`src/verilog/video_pkg.sv`:
```
// shared frame constants, port map, vector types and structs for the video control blocks
package video_pkg;

    typedef logic [15:0] port_addr_t;
    typedef logic [7:0]  byte_t;
    typedef logic [8:0]  coord_t;     // offsets, raster counters and line positions
    typedef logic [24:0] pix_addr_t;  // page, line, column pair

    localparam int h_total   = 448;  // columns per line
    localparam int v_total   = 320;  // lines per frame
    localparam int int_len   = 32;
    localparam int int_cnt_w = $clog2(int_len);

    typedef logic [int_cnt_w-1:0] int_cnt_t;

    localparam byte_t      port_ts_lo     = 8'hAF;  // high address byte is the register index
    localparam byte_t      port_zx_border = 8'hFE;
    localparam port_addr_t port_zx_page   = 16'h7FFD;

    localparam byte_t reg_vconf   = 8'h00;
    localparam byte_t reg_vpage   = 8'h01;
    localparam byte_t reg_gx_l    = 8'h02;
    localparam byte_t reg_gx_h    = 8'h03;
    localparam byte_t reg_gy_l    = 8'h04;
    localparam byte_t reg_gy_h    = 8'h05;
    localparam byte_t reg_tsconf  = 8'h06;
    localparam byte_t reg_palsel  = 8'h07;
    localparam byte_t reg_border  = 8'h0F;
    localparam byte_t reg_tmpage  = 8'h16;
    localparam byte_t reg_t0gpage = 8'h17;
    localparam byte_t reg_t1gpage = 8'h18;
    localparam byte_t reg_sgpage  = 8'h19;
    localparam byte_t reg_hint    = 8'h22;
    localparam byte_t reg_vint_l  = 8'h23;
    localparam byte_t reg_vint_h  = 8'h24;
    localparam byte_t reg_t0x_l   = 8'h40;
    localparam byte_t reg_t0x_h   = 8'h41;
    localparam byte_t reg_t0y_l   = 8'h42;
    localparam byte_t reg_t0y_h   = 8'h43;
    localparam byte_t reg_t1x_l   = 8'h44;
    localparam byte_t reg_t1x_h   = 8'h45;
    localparam byte_t reg_t1y_l   = 8'h46;
    localparam byte_t reg_t1y_h   = 8'h47;

    typedef struct packed {
        logic  zborder_wr;
        logic  border_wr;
        logic  zvpage_wr;
        logic  vpage_wr;
        logic  vconf_wr;
        logic  gx_offsl_wr, gx_offsh_wr;
        logic  gy_offsl_wr, gy_offsh_wr;
        logic  t0x_offsl_wr, t0x_offsh_wr;
        logic  t0y_offsl_wr, t0y_offsh_wr;
        logic  t1x_offsl_wr, t1x_offsh_wr;
        logic  t1y_offsl_wr, t1y_offsh_wr;
        logic  tsconf_wr;
        logic  palsel_wr;
        logic  tmpage_wr, t0gpage_wr, t1gpage_wr, sgpage_wr;
        logic  hint_beg_wr;
        logic  vint_begl_wr, vint_begh_wr;
        byte_t data;
    } port_wr_t;

    typedef struct packed {
        byte_t  border;
        byte_t  vpage;
        byte_t  vconf;
        coord_t gx_offs;
        coord_t gy_offs;
        coord_t t0x_offs;
        coord_t t0y_offs;
        coord_t t1x_offs;
        coord_t t1y_offs;
        byte_t  palsel;
        byte_t  hint_beg;  // in units of two columns
        coord_t vint_beg;
        byte_t  tsconf;
        byte_t  tmpage;
        byte_t  t0gpage;
        byte_t  t1gpage;
        byte_t  sgpage;
    } video_regs_t;

endpackage

```
`src/verilog/port_decoder.sv`:
```
// four-phase req/ack port slave, turns each CPU write cycle into a single write strobe
module port_decoder (
    input  logic                  clk,
    input  logic                  rst_n,
    input  logic                  port_req,
    input  video_pkg::port_addr_t port_addr,
    input  video_pkg::byte_t      port_data,
    output logic                  port_ack,
    output video_pkg::port_wr_t   wr
);

    typedef enum logic [1:0] {
        idle,
        ack,
        wait_release
    } state_t;

    state_t              state;
    video_pkg::port_wr_t dec;

    always_comb
    begin
        dec      = '0;
        dec.data = port_data;
        if (port_addr[7:0] == video_pkg::port_ts_lo)
        begin
            case (port_addr[15:8])
                video_pkg::reg_vconf:   dec.vconf_wr     = 1'b1;
                video_pkg::reg_vpage:   dec.vpage_wr     = 1'b1;
                video_pkg::reg_gx_l:    dec.gx_offsl_wr  = 1'b1;
                video_pkg::reg_gx_h:    dec.gx_offsh_wr  = 1'b1;
                video_pkg::reg_gy_l:    dec.gy_offsl_wr  = 1'b1;
                video_pkg::reg_gy_h:    dec.gy_offsh_wr  = 1'b1;
                video_pkg::reg_tsconf:  dec.tsconf_wr    = 1'b1;
                video_pkg::reg_palsel:  dec.palsel_wr    = 1'b1;
                video_pkg::reg_border:  dec.border_wr    = 1'b1;
                video_pkg::reg_tmpage:  dec.tmpage_wr    = 1'b1;
                video_pkg::reg_t0gpage: dec.t0gpage_wr   = 1'b1;
                video_pkg::reg_t1gpage: dec.t1gpage_wr   = 1'b1;
                video_pkg::reg_sgpage:  dec.sgpage_wr    = 1'b1;
                video_pkg::reg_hint:    dec.hint_beg_wr  = 1'b1;
                video_pkg::reg_vint_l:  dec.vint_begl_wr = 1'b1;
                video_pkg::reg_vint_h:  dec.vint_begh_wr = 1'b1;
                video_pkg::reg_t0x_l:   dec.t0x_offsl_wr = 1'b1;
                video_pkg::reg_t0x_h:   dec.t0x_offsh_wr = 1'b1;
                video_pkg::reg_t0y_l:   dec.t0y_offsl_wr = 1'b1;
                video_pkg::reg_t0y_h:   dec.t0y_offsh_wr = 1'b1;
                video_pkg::reg_t1x_l:   dec.t1x_offsl_wr = 1'b1;
                video_pkg::reg_t1x_h:   dec.t1x_offsh_wr = 1'b1;
                video_pkg::reg_t1y_l:   dec.t1y_offsl_wr = 1'b1;
                video_pkg::reg_t1y_h:   dec.t1y_offsh_wr = 1'b1;
                default: ;  // unknown index is still acknowledged
            endcase
        end
        else if (port_addr == video_pkg::port_zx_page)
            dec.zvpage_wr = 1'b1;
        else if (port_addr[7:0] == video_pkg::port_zx_border)
            dec.zborder_wr = 1'b1;
    end

    always_ff @(posedge clk)
    begin
        if (!rst_n)
        begin
            state    <= idle;
            port_ack <= 1'b0;
            wr       <= '0;
        end
        else
        begin
            wr <= '0;  // strobes never last more than one cycle
            case (state)
                idle:
                    if (port_req)
                    begin
                        state    <= ack;
                        port_ack <= 1'b1;
                        wr       <= dec;
                    end
                ack:
                    if (port_req)
                        state <= wait_release;
                    else
                    begin
                        state    <= idle;
                        port_ack <= 1'b0;
                    end
                wait_release:
                    if (!port_req)
                    begin
                        state    <= idle;
                        port_ack <= 1'b0;
                    end
                default:
                    state <= idle;
            endcase
        end
    end

endmodule

```
`src/verilog/raster_timer.sv`:
```
// frame column and line counters with the programmable frame interrupt pulse
module raster_timer (
    input  logic                   clk,
    input  logic                   rst_n,
    input  video_pkg::video_regs_t regs,
    output video_pkg::coord_t      hcount,
    output video_pkg::coord_t      vcount,
    output logic                   frame_int
);

    video_pkg::int_cnt_t int_cnt;
    logic                h_last;
    logic                v_last;
    logic                int_hit;

    assign h_last  = (hcount == video_pkg::coord_t'(video_pkg::h_total - 1));
    assign v_last  = (vcount == video_pkg::coord_t'(video_pkg::v_total - 1));
    // hint_beg counts column pairs
    assign int_hit = (vcount == regs.vint_beg) && (hcount == {regs.hint_beg, 1'b0});

    always_ff @(posedge clk)
    begin
        if (!rst_n)
        begin
            hcount <= '0;
            vcount <= '0;
        end
        else if (h_last)
        begin
            hcount <= '0;
            if (v_last)
                vcount <= '0;
            else
                vcount <= vcount + 9'd1;
        end
        else
            hcount <= hcount + 9'd1;
    end

    always_ff @(posedge clk)
    begin
        if (!rst_n)
        begin
            frame_int <= 1'b0;
            int_cnt   <= '0;
        end
        else if (int_hit)
        begin
            frame_int <= 1'b1;
            int_cnt   <= video_pkg::int_cnt_t'(video_pkg::int_len - 1);  // remaining high cycles
        end
        else if (int_cnt != '0)
            int_cnt <= int_cnt - video_pkg::int_cnt_t'(1);
        else
            frame_int <= 1'b0;
    end

endmodule

```
`src/verilog/scroll_addr.sv`:
```
// scrolled pixel fetch address built from the raster position, scroll offsets and video page
module scroll_addr (
    input  logic                   clk,
    input  logic                   rst_n,
    input  video_pkg::video_regs_t regs,
    input  video_pkg::coord_t      hcount,
    input  video_pkg::coord_t      vcount,
    output video_pkg::pix_addr_t   pix_addr
);

    video_pkg::coord_t scr_x;
    video_pkg::coord_t scr_y;

    assign scr_x = hcount + regs.gx_offs;  // both sums wrap at 512
    assign scr_y = vcount + regs.gy_offs;

    always_ff @(posedge clk)
    begin
        if (!rst_n)
            pix_addr <= '0;
        else
            pix_addr <= {regs.vpage, scr_y, scr_x[8:1]};  // fetch unit is a column pair
    end

endmodule

```
`src/verilog/video_ctrl_top.sv`:
```
// video control top level, port decoding, register file, raster timing and scroll addressing
module video_ctrl_top (
    input  logic                   clk,
    input  logic                   rst_n,
    input  logic                   port_req,
    input  video_pkg::port_addr_t  port_addr,
    input  video_pkg::byte_t       port_data,
    output logic                   port_ack,
    output video_pkg::video_regs_t regs,
    output video_pkg::coord_t      hcount,
    output video_pkg::coord_t      vcount,
    output logic                   frame_int,
    output video_pkg::pix_addr_t   pix_addr
);

    video_pkg::port_wr_t wr;  // one strobe per CPU port cycle

    port_decoder u_port_decoder (
        .clk       (clk),
        .rst_n     (rst_n),
        .port_req  (port_req),
        .port_addr (port_addr),
        .port_data (port_data),
        .port_ack  (port_ack),
        .wr        (wr)
    );

    video_ports u_video_ports (
        .clk   (clk),
        .rst_n (rst_n),
        .wr    (wr),
        .regs  (regs)
    );

    raster_timer u_raster_timer (
        .clk       (clk),
        .rst_n     (rst_n),
        .regs      (regs),
        .hcount    (hcount),
        .vcount    (vcount),
        .frame_int (frame_int)
    );

    scroll_addr u_scroll_addr (
        .clk      (clk),
        .rst_n    (rst_n),
        .regs     (regs),
        .hcount   (hcount),
        .vcount   (vcount),
        .pix_addr (pix_addr)
    );

endmodule

```
`src/verilog/video_ports.sv`:
```
// video parameter register file, latches the port data byte on each decoded write strobe
module video_ports (
    input  logic                   clk,
    input  logic                   rst_n,
    input  video_pkg::port_wr_t    wr,
    output video_pkg::video_regs_t regs
);

    // border, the tile and sprite pages and the low tsconf bits keep their value over reset
    always_ff @(posedge clk)
    begin
        if (!rst_n)
        begin
            regs.vpage       <= 8'h05;
            regs.vconf       <= 8'h00;
            regs.gx_offs     <= 9'd0;
            regs.gy_offs     <= 9'd0;
            regs.t0x_offs    <= 9'd0;
            regs.t0y_offs    <= 9'd0;
            regs.t1x_offs    <= 9'd0;
            regs.t1y_offs    <= 9'd0;
            regs.tsconf[7:5] <= 3'b000;
            regs.palsel      <= 8'h0F;
            regs.hint_beg    <= 8'd2;  // pentagon timing default
            regs.vint_beg    <= 9'd0;
        end
        else
        begin
            if (wr.zborder_wr)   regs.border        <= {5'b11110, wr.data[2:0]};
            if (wr.border_wr)    regs.border        <= wr.data;
            if (wr.zvpage_wr)    regs.vpage         <= {6'b000001, wr.data[3], 1'b1};
            if (wr.vpage_wr)     regs.vpage         <= wr.data;
            if (wr.vconf_wr)     regs.vconf         <= wr.data;
            if (wr.gx_offsl_wr)  regs.gx_offs[7:0]  <= wr.data;
            if (wr.gx_offsh_wr)  regs.gx_offs[8]    <= wr.data[0];
            if (wr.gy_offsl_wr)  regs.gy_offs[7:0]  <= wr.data;
            if (wr.gy_offsh_wr)  regs.gy_offs[8]    <= wr.data[0];
            if (wr.t0x_offsl_wr) regs.t0x_offs[7:0] <= wr.data;
            if (wr.t0x_offsh_wr) regs.t0x_offs[8]   <= wr.data[0];
            if (wr.t0y_offsl_wr) regs.t0y_offs[7:0] <= wr.data;
            if (wr.t0y_offsh_wr) regs.t0y_offs[8]   <= wr.data[0];
            if (wr.t1x_offsl_wr) regs.t1x_offs[7:0] <= wr.data;
            if (wr.t1x_offsh_wr) regs.t1x_offs[8]   <= wr.data[0];
            if (wr.t1y_offsl_wr) regs.t1y_offs[7:0] <= wr.data;
            if (wr.t1y_offsh_wr) regs.t1y_offs[8]   <= wr.data[0];
            if (wr.tsconf_wr)    regs.tsconf        <= wr.data;
            if (wr.palsel_wr)    regs.palsel        <= wr.data;
            if (wr.tmpage_wr)    regs.tmpage        <= wr.data;
            if (wr.t0gpage_wr)   regs.t0gpage       <= wr.data;
            if (wr.t1gpage_wr)   regs.t1gpage       <= wr.data;
            if (wr.sgpage_wr)    regs.sgpage        <= wr.data;
            if (wr.hint_beg_wr)  regs.hint_beg      <= wr.data;
            if (wr.vint_begl_wr) regs.vint_beg[7:0] <= wr.data;
            if (wr.vint_begh_wr) regs.vint_beg[8]   <= wr.data[0];
        end
    end

endmodule
```
`config.mk`:
```
export PLATFORM = sky130hd
export DESIGN_NAME = video_ctrl_top
export DESIGN_NICKNAME = d
export VERILOG_FILES = /design/src/verilog/video_pkg.sv /design/src/verilog/port_decoder.sv /design/src/verilog/raster_timer.sv /design/src/verilog/scroll_addr.sv /design/src/verilog/video_ctrl_top.sv /design/src/verilog/video_ports.sv
export SDC_FILE = /design/constraint.sdc
export NUM_CORES = 1
export LEC_CHECK = 0
export ABC_AREA = 1
export BUFFER_PORTS_ARGS = -buffer_cell sky130_fd_sc_hd__buf_2
export CAP_MARGIN = 10
export CELL_PAD_IN_SITES_DETAIL_PLACEMENT = 0
export CELL_PAD_IN_SITES_GLOBAL_PLACEMENT = 1
export CORE_MARGIN = 2
export CORE_UTILIZATION = 39
export CTS_CLUSTER_SIZE = 20
export DETAILED_ROUTE_END_ITERATION = 7
export GPL_TIMING_DRIVEN = 0
export PLACE_DENSITY = 0.87
export SKIP_CTS_REPAIR_TIMING = 1
export SLEW_MARGIN = 40
export SYNTH_ARGS = -nofsm -noshare
export SYNTH_HDL_FRONTEND = slang
export SYNTH_SLANG_ARGS = --single-unit
```
`constraint.sdc`:
```
create_clock -name clk -period 2 [get_ports clk]
set_input_delay 0.4 -clock clk [delete_from_list [all_inputs] [get_ports clk]]
set_output_delay 0.4 -clock clk [all_outputs]
set_load 0.05 [all_outputs]
```
==> flow_summary.toml, run 1 <==
[outcome]
status = "complete, no violations"

[logic_synthesis]
ys_top_cells_by_count = "dfxtp_1 (184), nand2_1 (145), inv_1 (113)"
synth_area_leaders = "dfxtp_1 (42%), edfxtp_1 (16%), a21oi_1 (6.5%), nand2_1 (6.3%), o21ai_0 (5.8%)"
synth.top_cell.area_share = 0.425
synthCells = 976
synth_edf_count = 45
synth_most_common_cell = "dfxtp_1"
ys.flop_type = "dfxtp_1"
synth_nets = 1027
synth_area_mm2 = 0.00868
postSynth.asyncResetShare = 0
avgSynthCellArea_um2 = 8.89
ys_types = 38
yosysWarnings = 0
ys_seq_elements = 229
synth_area_leader_cell = "dfxtp_1"
synth_sequential_area_ratio = 0.580

[cts]
worstSkewPairLatency_ns = 0.50
cts_tree = "built"
numCtsBuffers = 24
cts_buffer_depth = 3
clkTransAtPathRegs_ns = 0.06
htreeDepth = 1
cts_root_buf = "clkbuf_16"
clock-sinks = 229

[critical_path]
critPathLaunch = "u_raster_timer.vcount[4]"
crit_type = "flop to output port"
critPathMaxFanout = 8
crit_path_end_kind = "output port"
worstPathRequired_ns = 1.60
critPathMaxStageDelay_ns = 0.53
worstPathArrival_ns = 1.36
r2r_cells = 8
r2r_slack_ns = 0.25
crit_chain = "buf_2"
cp-start-kind = "flop"
cp_num_buf_inv = 1
r2r-start = "u_raster_timer.vcount[0]"
cp_top_family = "flip-flops"
r2r_end = "u_raster_timer.vcount[3]"
cp_slowest_cell = "dfxtp_1"

[flow_run]
cap_viol_max_count = 0

[sta]
rsz0062_at_grt = "no"
setup_viol = 0
tightest_slew_ns = 0.892
finClkSkew_ns = 0.00729
final.period_utilization = 0.880
maxClockFrequency_ghz = 0.568
drv_slew = 0
maxSlewHeadroom = 0.405
fin_crit_ns = 1.76
final_hold_viol_count = 0

[power]
power_mw = 9.74
p_int_mw = 7.55
p_seq_frac = 0.495
powerDensity_mw_per_mm2 = 895
combPwrFrac = 0.055
p_sw_mw = 2.20
p_clk_frac = 0.450
power_leakage_nw = 5.17
switching_share = 0.225
ir_drop_uv = 530

[placement]
gp_congestion = 0.859
place_area_mm2 = 0.0101
port_buffers = 213
dp.final_hpwl_um = 18600

[min_path]
whs_path_depth = 3
hold_end = "u_port_decoder.wr[3]"
min_from = "port_data[3]"
hold_class = "input pin to flop"

[routing]
viasPerCell = 4.92
drt_drc_violations_left = 0
drtIter0Drc = 467
dr.pass1.iters = 5
wire_per_inst_um = 17.0
vias = 7443
drt-total-wl_um = 25700
final_antenna_net_count = 0

[die]
die_h_um = 153
start_util = 0.398
fp.dieW_um = 153
core_area_mm2 = 0.0218
fp-row-count = 54
io_pins = 215
die_area_mm2 = 0.0235

[finish]
drive_gt1_frac = 0.225
fin_area_mm2 = 0.0109
syn2layout_area_growth_pct = 25.5
antenna_cells = 0
nets = 1267

[global_route]
grt_usage = 0.216
grt_max_degree = 14
grt_overflow_total = 0
antenna_found_initial = 0
grt_pass1_vias = 7078
grt_first_pass_wirelength_um = 40100
==> per-stage QoR <==
step                instances   util  setup WS [ns]  hold slack [ns]  TNS [ns]
CTS                      1513  0.498          0.207           0.0923         0
floorplan                 976      -          0.138            0.405         0
finish                   1514  0.499          0.240            0.116         0
global placement         1469  0.462        -0.0578            0.414    -0.461
global route             1514  0.499         0.0533            0.111         0
detailed placement       1469  0.462         -0.105            0.418    -0.913
==> how the worst max path moves through the flow <==
stage / end / cells past startpoint
CTS: hcount[0] / 1
global route: u_raster_timer.vcount[3] / 8
global placement: u_video_ports.regs[136] / 4
detailed placement: u_video_ports.regs[136] / 4
finish: vcount[4] / 1
floorplan: u_raster_timer.vcount[6] / 10
==> metal layers <==
metal,vias up,global-route usage,share of wire
met3,51,0.0422,0.063
li1,3723,-,-
met1,3433,0.294,0.45
met4,0,0.0705,0.031
met5,-,0,0
met2,236,0.347,0.45
==> placed cells by master (no fill, tap or decap), types with 3 or more instances in the layout <==
cell / synthesis / final
nand2_2: 3 / 3
or2_2: 3 / 3
buf_6: 2 / 3
nor3_2: 3 / 3
nor2_1: 93 / 93
xor2_1: 6 / 6
nand3_2: 3 / 3
ha_1: 22 / 22
buf_2: 8 / 221
clkinv_1: 1 / 4
nor3_1: 23 / 23
nand3_1: 32 / 32
clkinv_2: 0 / 7
nor3b_1: 3 / 3
o21a_1: 3 / 3
xnor2_1: 4 / 4
dfxtp_1: 184 / 182
nand2_1: 145 / 145
inv_1: 113 / 113
nand4_1: 14 / 14
nand3b_1: 4 / 4
o22ai_1: 7 / 7
clkbuf_16: 0 / 25
edfxtp_1: 45 / 45
o21ai_0: 100 / 100
clkbuf_1: 28 / 33
a21oi_1: 112 / 112
==> worst register-to-register path: cells and delay by family (launching register included) <==
| family | cells | cell delay [ns] |
|---|---|---|
| AND/OR/NAND/NOR | 6 | 0.76 |
| flip-flops | 1 | 0.50 |
| adder cells (fa/ha/maj) | 1 | 0.23 |
| AO/OA/AOI/OAI | 1 | 0.11 |
==> cell families after synthesis <==
logic type	synth area share
simple gates	0.167
flops	0.580
compound gates	0.135
buf+inv	0.0695
fa+ha+maj	0.0363
xor+xnor	0.0101
mux	0.00115
==> power by group through the flow <==
stage	Combinational, mW	Sequential [mW]	Clock (mW)
after floorplan	0.330	4.95	0
after global placement	0.521	4.92	0
after detailed placement	0.534	4.92	0
after CTS	0.538	4.82	4.47
after global routing	0.601	4.83	4.65
final	0.534	4.82	4.39
==> area by class of cell <==
type / instances / area (µm²)
inverters: 115 / 432
plain buffers: 39 / 171
fillers: 2089 / 10900
clock buffers: 32 / 672
repair buffers: 214 / 1080
clock inverters: 12 / 106
multi-input cells: 593 / 3040
flip-flops and latches: 229 / 5040
well taps: 280 / 350
==> flip-flops by register name (all words and copies together) (netlist names) <==
name,cells
u_port_decoder.port_ack,1
u_scroll_addr.pix_addr,25
u_port_decoder.wr,34
u_raster_timer.vcount,9
u_raster_timer.hcount,9
u_raster_timer.int_cnt,5
u_raster_timer.frame_int,1
u_port_decoder.state,2
u_video_ports.regs,143
Note: power is estimated with default switching activity, not from simulation.
==> run 2: changes to the inputs <==
--- a/config.mk
+++ b/config.mk
@@ -10,11 +10,12 @@
 export CAP_MARGIN = 10
 export CELL_PAD_IN_SITES_DETAIL_PLACEMENT = 0
 export CELL_PAD_IN_SITES_GLOBAL_PLACEMENT = 1
+export CORE_ASPECT_RATIO = 0.8
 export CORE_MARGIN = 2
 export CORE_UTILIZATION = 39
 export CTS_CLUSTER_SIZE = 20
 export DETAILED_ROUTE_END_ITERATION = 7
-export GPL_TIMING_DRIVEN = 0
+export GPL_TIMING_DRIVEN = 1
 export PLACE_DENSITY = 0.87
 export SKIP_CTS_REPAIR_TIMING = 1
 export SLEW_MARGIN = 40
==> run 2 against run 1 <==
Effect of this change: first-iteration DRC count is 13% higher; hold slack worse by 0.013 ns; combinational power rose by 2%; critical path type unchanged; largest power group unchanged; highest routed layer unchanged.
==> flow_summary.toml, run 2 (synthesis gave the netlist of run 1 again) <==
[sta]
final.period_utilization = 0.906
final_hold_viol_count = 0
finClkSkew_ns = 0.0101
rsz0062_at_grt = "no"
timing.hold.ws_ns = 0.103
maxSlewHeadroom = 0.557
fin_crit_ns = 1.81
setup_viol = 0
drv_slew = 0
maxClockFrequency_ghz = 0.552
tns_ns = 0
tightest_slew_ns = 0.663

[finish]
mostFrequentLayoutCells = "buf_2 (213), dfxtp_1 (184), nand2_1 (145)"
mostFrequentLayoutCell = "buf_2"
nets = 1252
top_regs = "u_video_ports.regs: 143 flops, u_port_decoder.wr: 34 flops, u_scroll_addr.pix_addr: 25 flops"
syn2layout_area_growth_pct = 26.4
antenna_cells = 0
largest_register_ffs = 143
drive_gt1_frac = 0.242
regMostFlops = "u_video_ports.regs"

[routing]
vias = 7241
wire_per_inst_um = 15.8
final_antenna_net_count = 0
drt-total-wl_um = 24000
drt_drc_violations_left = 0
viasPerCell = 4.77
dr.pass1.iters = 5
drtIter0Drc = 527

[cts]
worstSkewPairLatency_ns = 0.51
htreeDepth = 1
clkTransAtPathRegs_ns = 0.06
cts_tree = "built"
cts_root_buf = "clkbuf_16"
cts_buffer_depth = 3
clock-sinks = 229
numCtsBuffers = 24

[flow_run]
cap_viol_max_count = 0

[critical_path]
worstPathRequired_ns = 1.60
cp-start-kind = "flop"
critPathLaunch = "u_raster_timer.vcount[1]"
worstPathArrival_ns = 1.41
r2r-start = "u_raster_timer.hcount[0]"
crit_path_end_kind = "output port"
crit_type = "flop to output port"
critPathMaxFanout = 6

[die]
fp-row-count = 48
start_util = 0.400
io_pins = 215
die_area_mm2 = 0.0235
die_h_um = 137
core_area_mm2 = 0.0217
fp.dieW_um = 171

[min_path]
min_from = "port_data[2]"
hold_class = "input pin to flop"

[global_route]
grt_usage = 0.200
grt_overflow_total = 0
antenna_found_initial = 0
grt_max_degree = 58
grt_pass1_vias = 6586
grt_first_pass_wirelength_um = 36500

[placement]
port_buffers = 214
dp.final_hpwl_um = 17100
gp_congestion = 0.849

[power]
ir_drop_uv = 614
powerDensity_mw_per_mm2 = 903
power_leakage_nw = 5.23

[outcome]
status = "complete, no violations"
## run 2: cell types whose count changed in the layout (fill, tap and decap cells not counted), moves of 3 or more
cell / delta
buf_6: -3
clkinv_4: +3
clkinv_2: -4
buf_2: -8
buf_4: +24
clkinv_1: -3
clkbuf_1: -30
## run 2: cell type report
class | count | area [µm²]
clock buffer | 33 | 697
timing repair buffer | 238 | 1270
tap | 300 | 375
inverter | 115 | 432
fill | 2040 | 10700
multi-input combinational | 593 | 3040
clock inverter | 11 | 124
sequential | 229 | 5030
## run 2: through the flow
step	std cells	total power [mW]	instance area, µm²	setup slack [ns]	utilization
final	1519	9.90	11000	0.189	0.506
after global routing	1519	10.2	11000	0.0929	0.506
after CTS	1519	9.99	11000	0.167	0.506
after detailed placement	1475	5.46	10100	0.311	0.468
after global placement	1475	5.45	10100	0.337	0.468
after floorplan	976	5.28	8680	0.138	-
## run 2: final timing paths
path / slack, ns / to / cells after the start
worst max register to register: 0.27 / u_raster_timer.vcount[5] / 7
worst min register to register: 0.43 / u_video_ports.regs[91] / 1
worst min-delay path: 0.10 / u_port_decoder.wr[2] / 3
worst max-delay path: 0.19 / vcount[1] / 2
## run 2: power breakdown
part / leakage [nW] / total (mW) / internal (mW) / switching, mW
Combinational: 2.90 / 0.545 / 0.192 / 0.354
Sequential: 1.92 / 4.81 / 4.76 / 0.0527
Clock: 0.406 / 4.54 / 2.72 / 1.83
Total: 5.23 / 9.90 / 7.67 / 2.23
## run 2: per-layer routing
layer	wire length [µm]	track usage	up-vias
li1	-	-	3685
met4	474	0.0461	0
met1	11300	0.279	3303
met5	0	0	-
met2	10200	0.306	221
met3	1940	0.0577	32
## run 2: critical path, cell delays in order (launching register included)
cell,delay [ns]
dfxtp_1,0.46
buf_4,0.19
buf_2,0.26
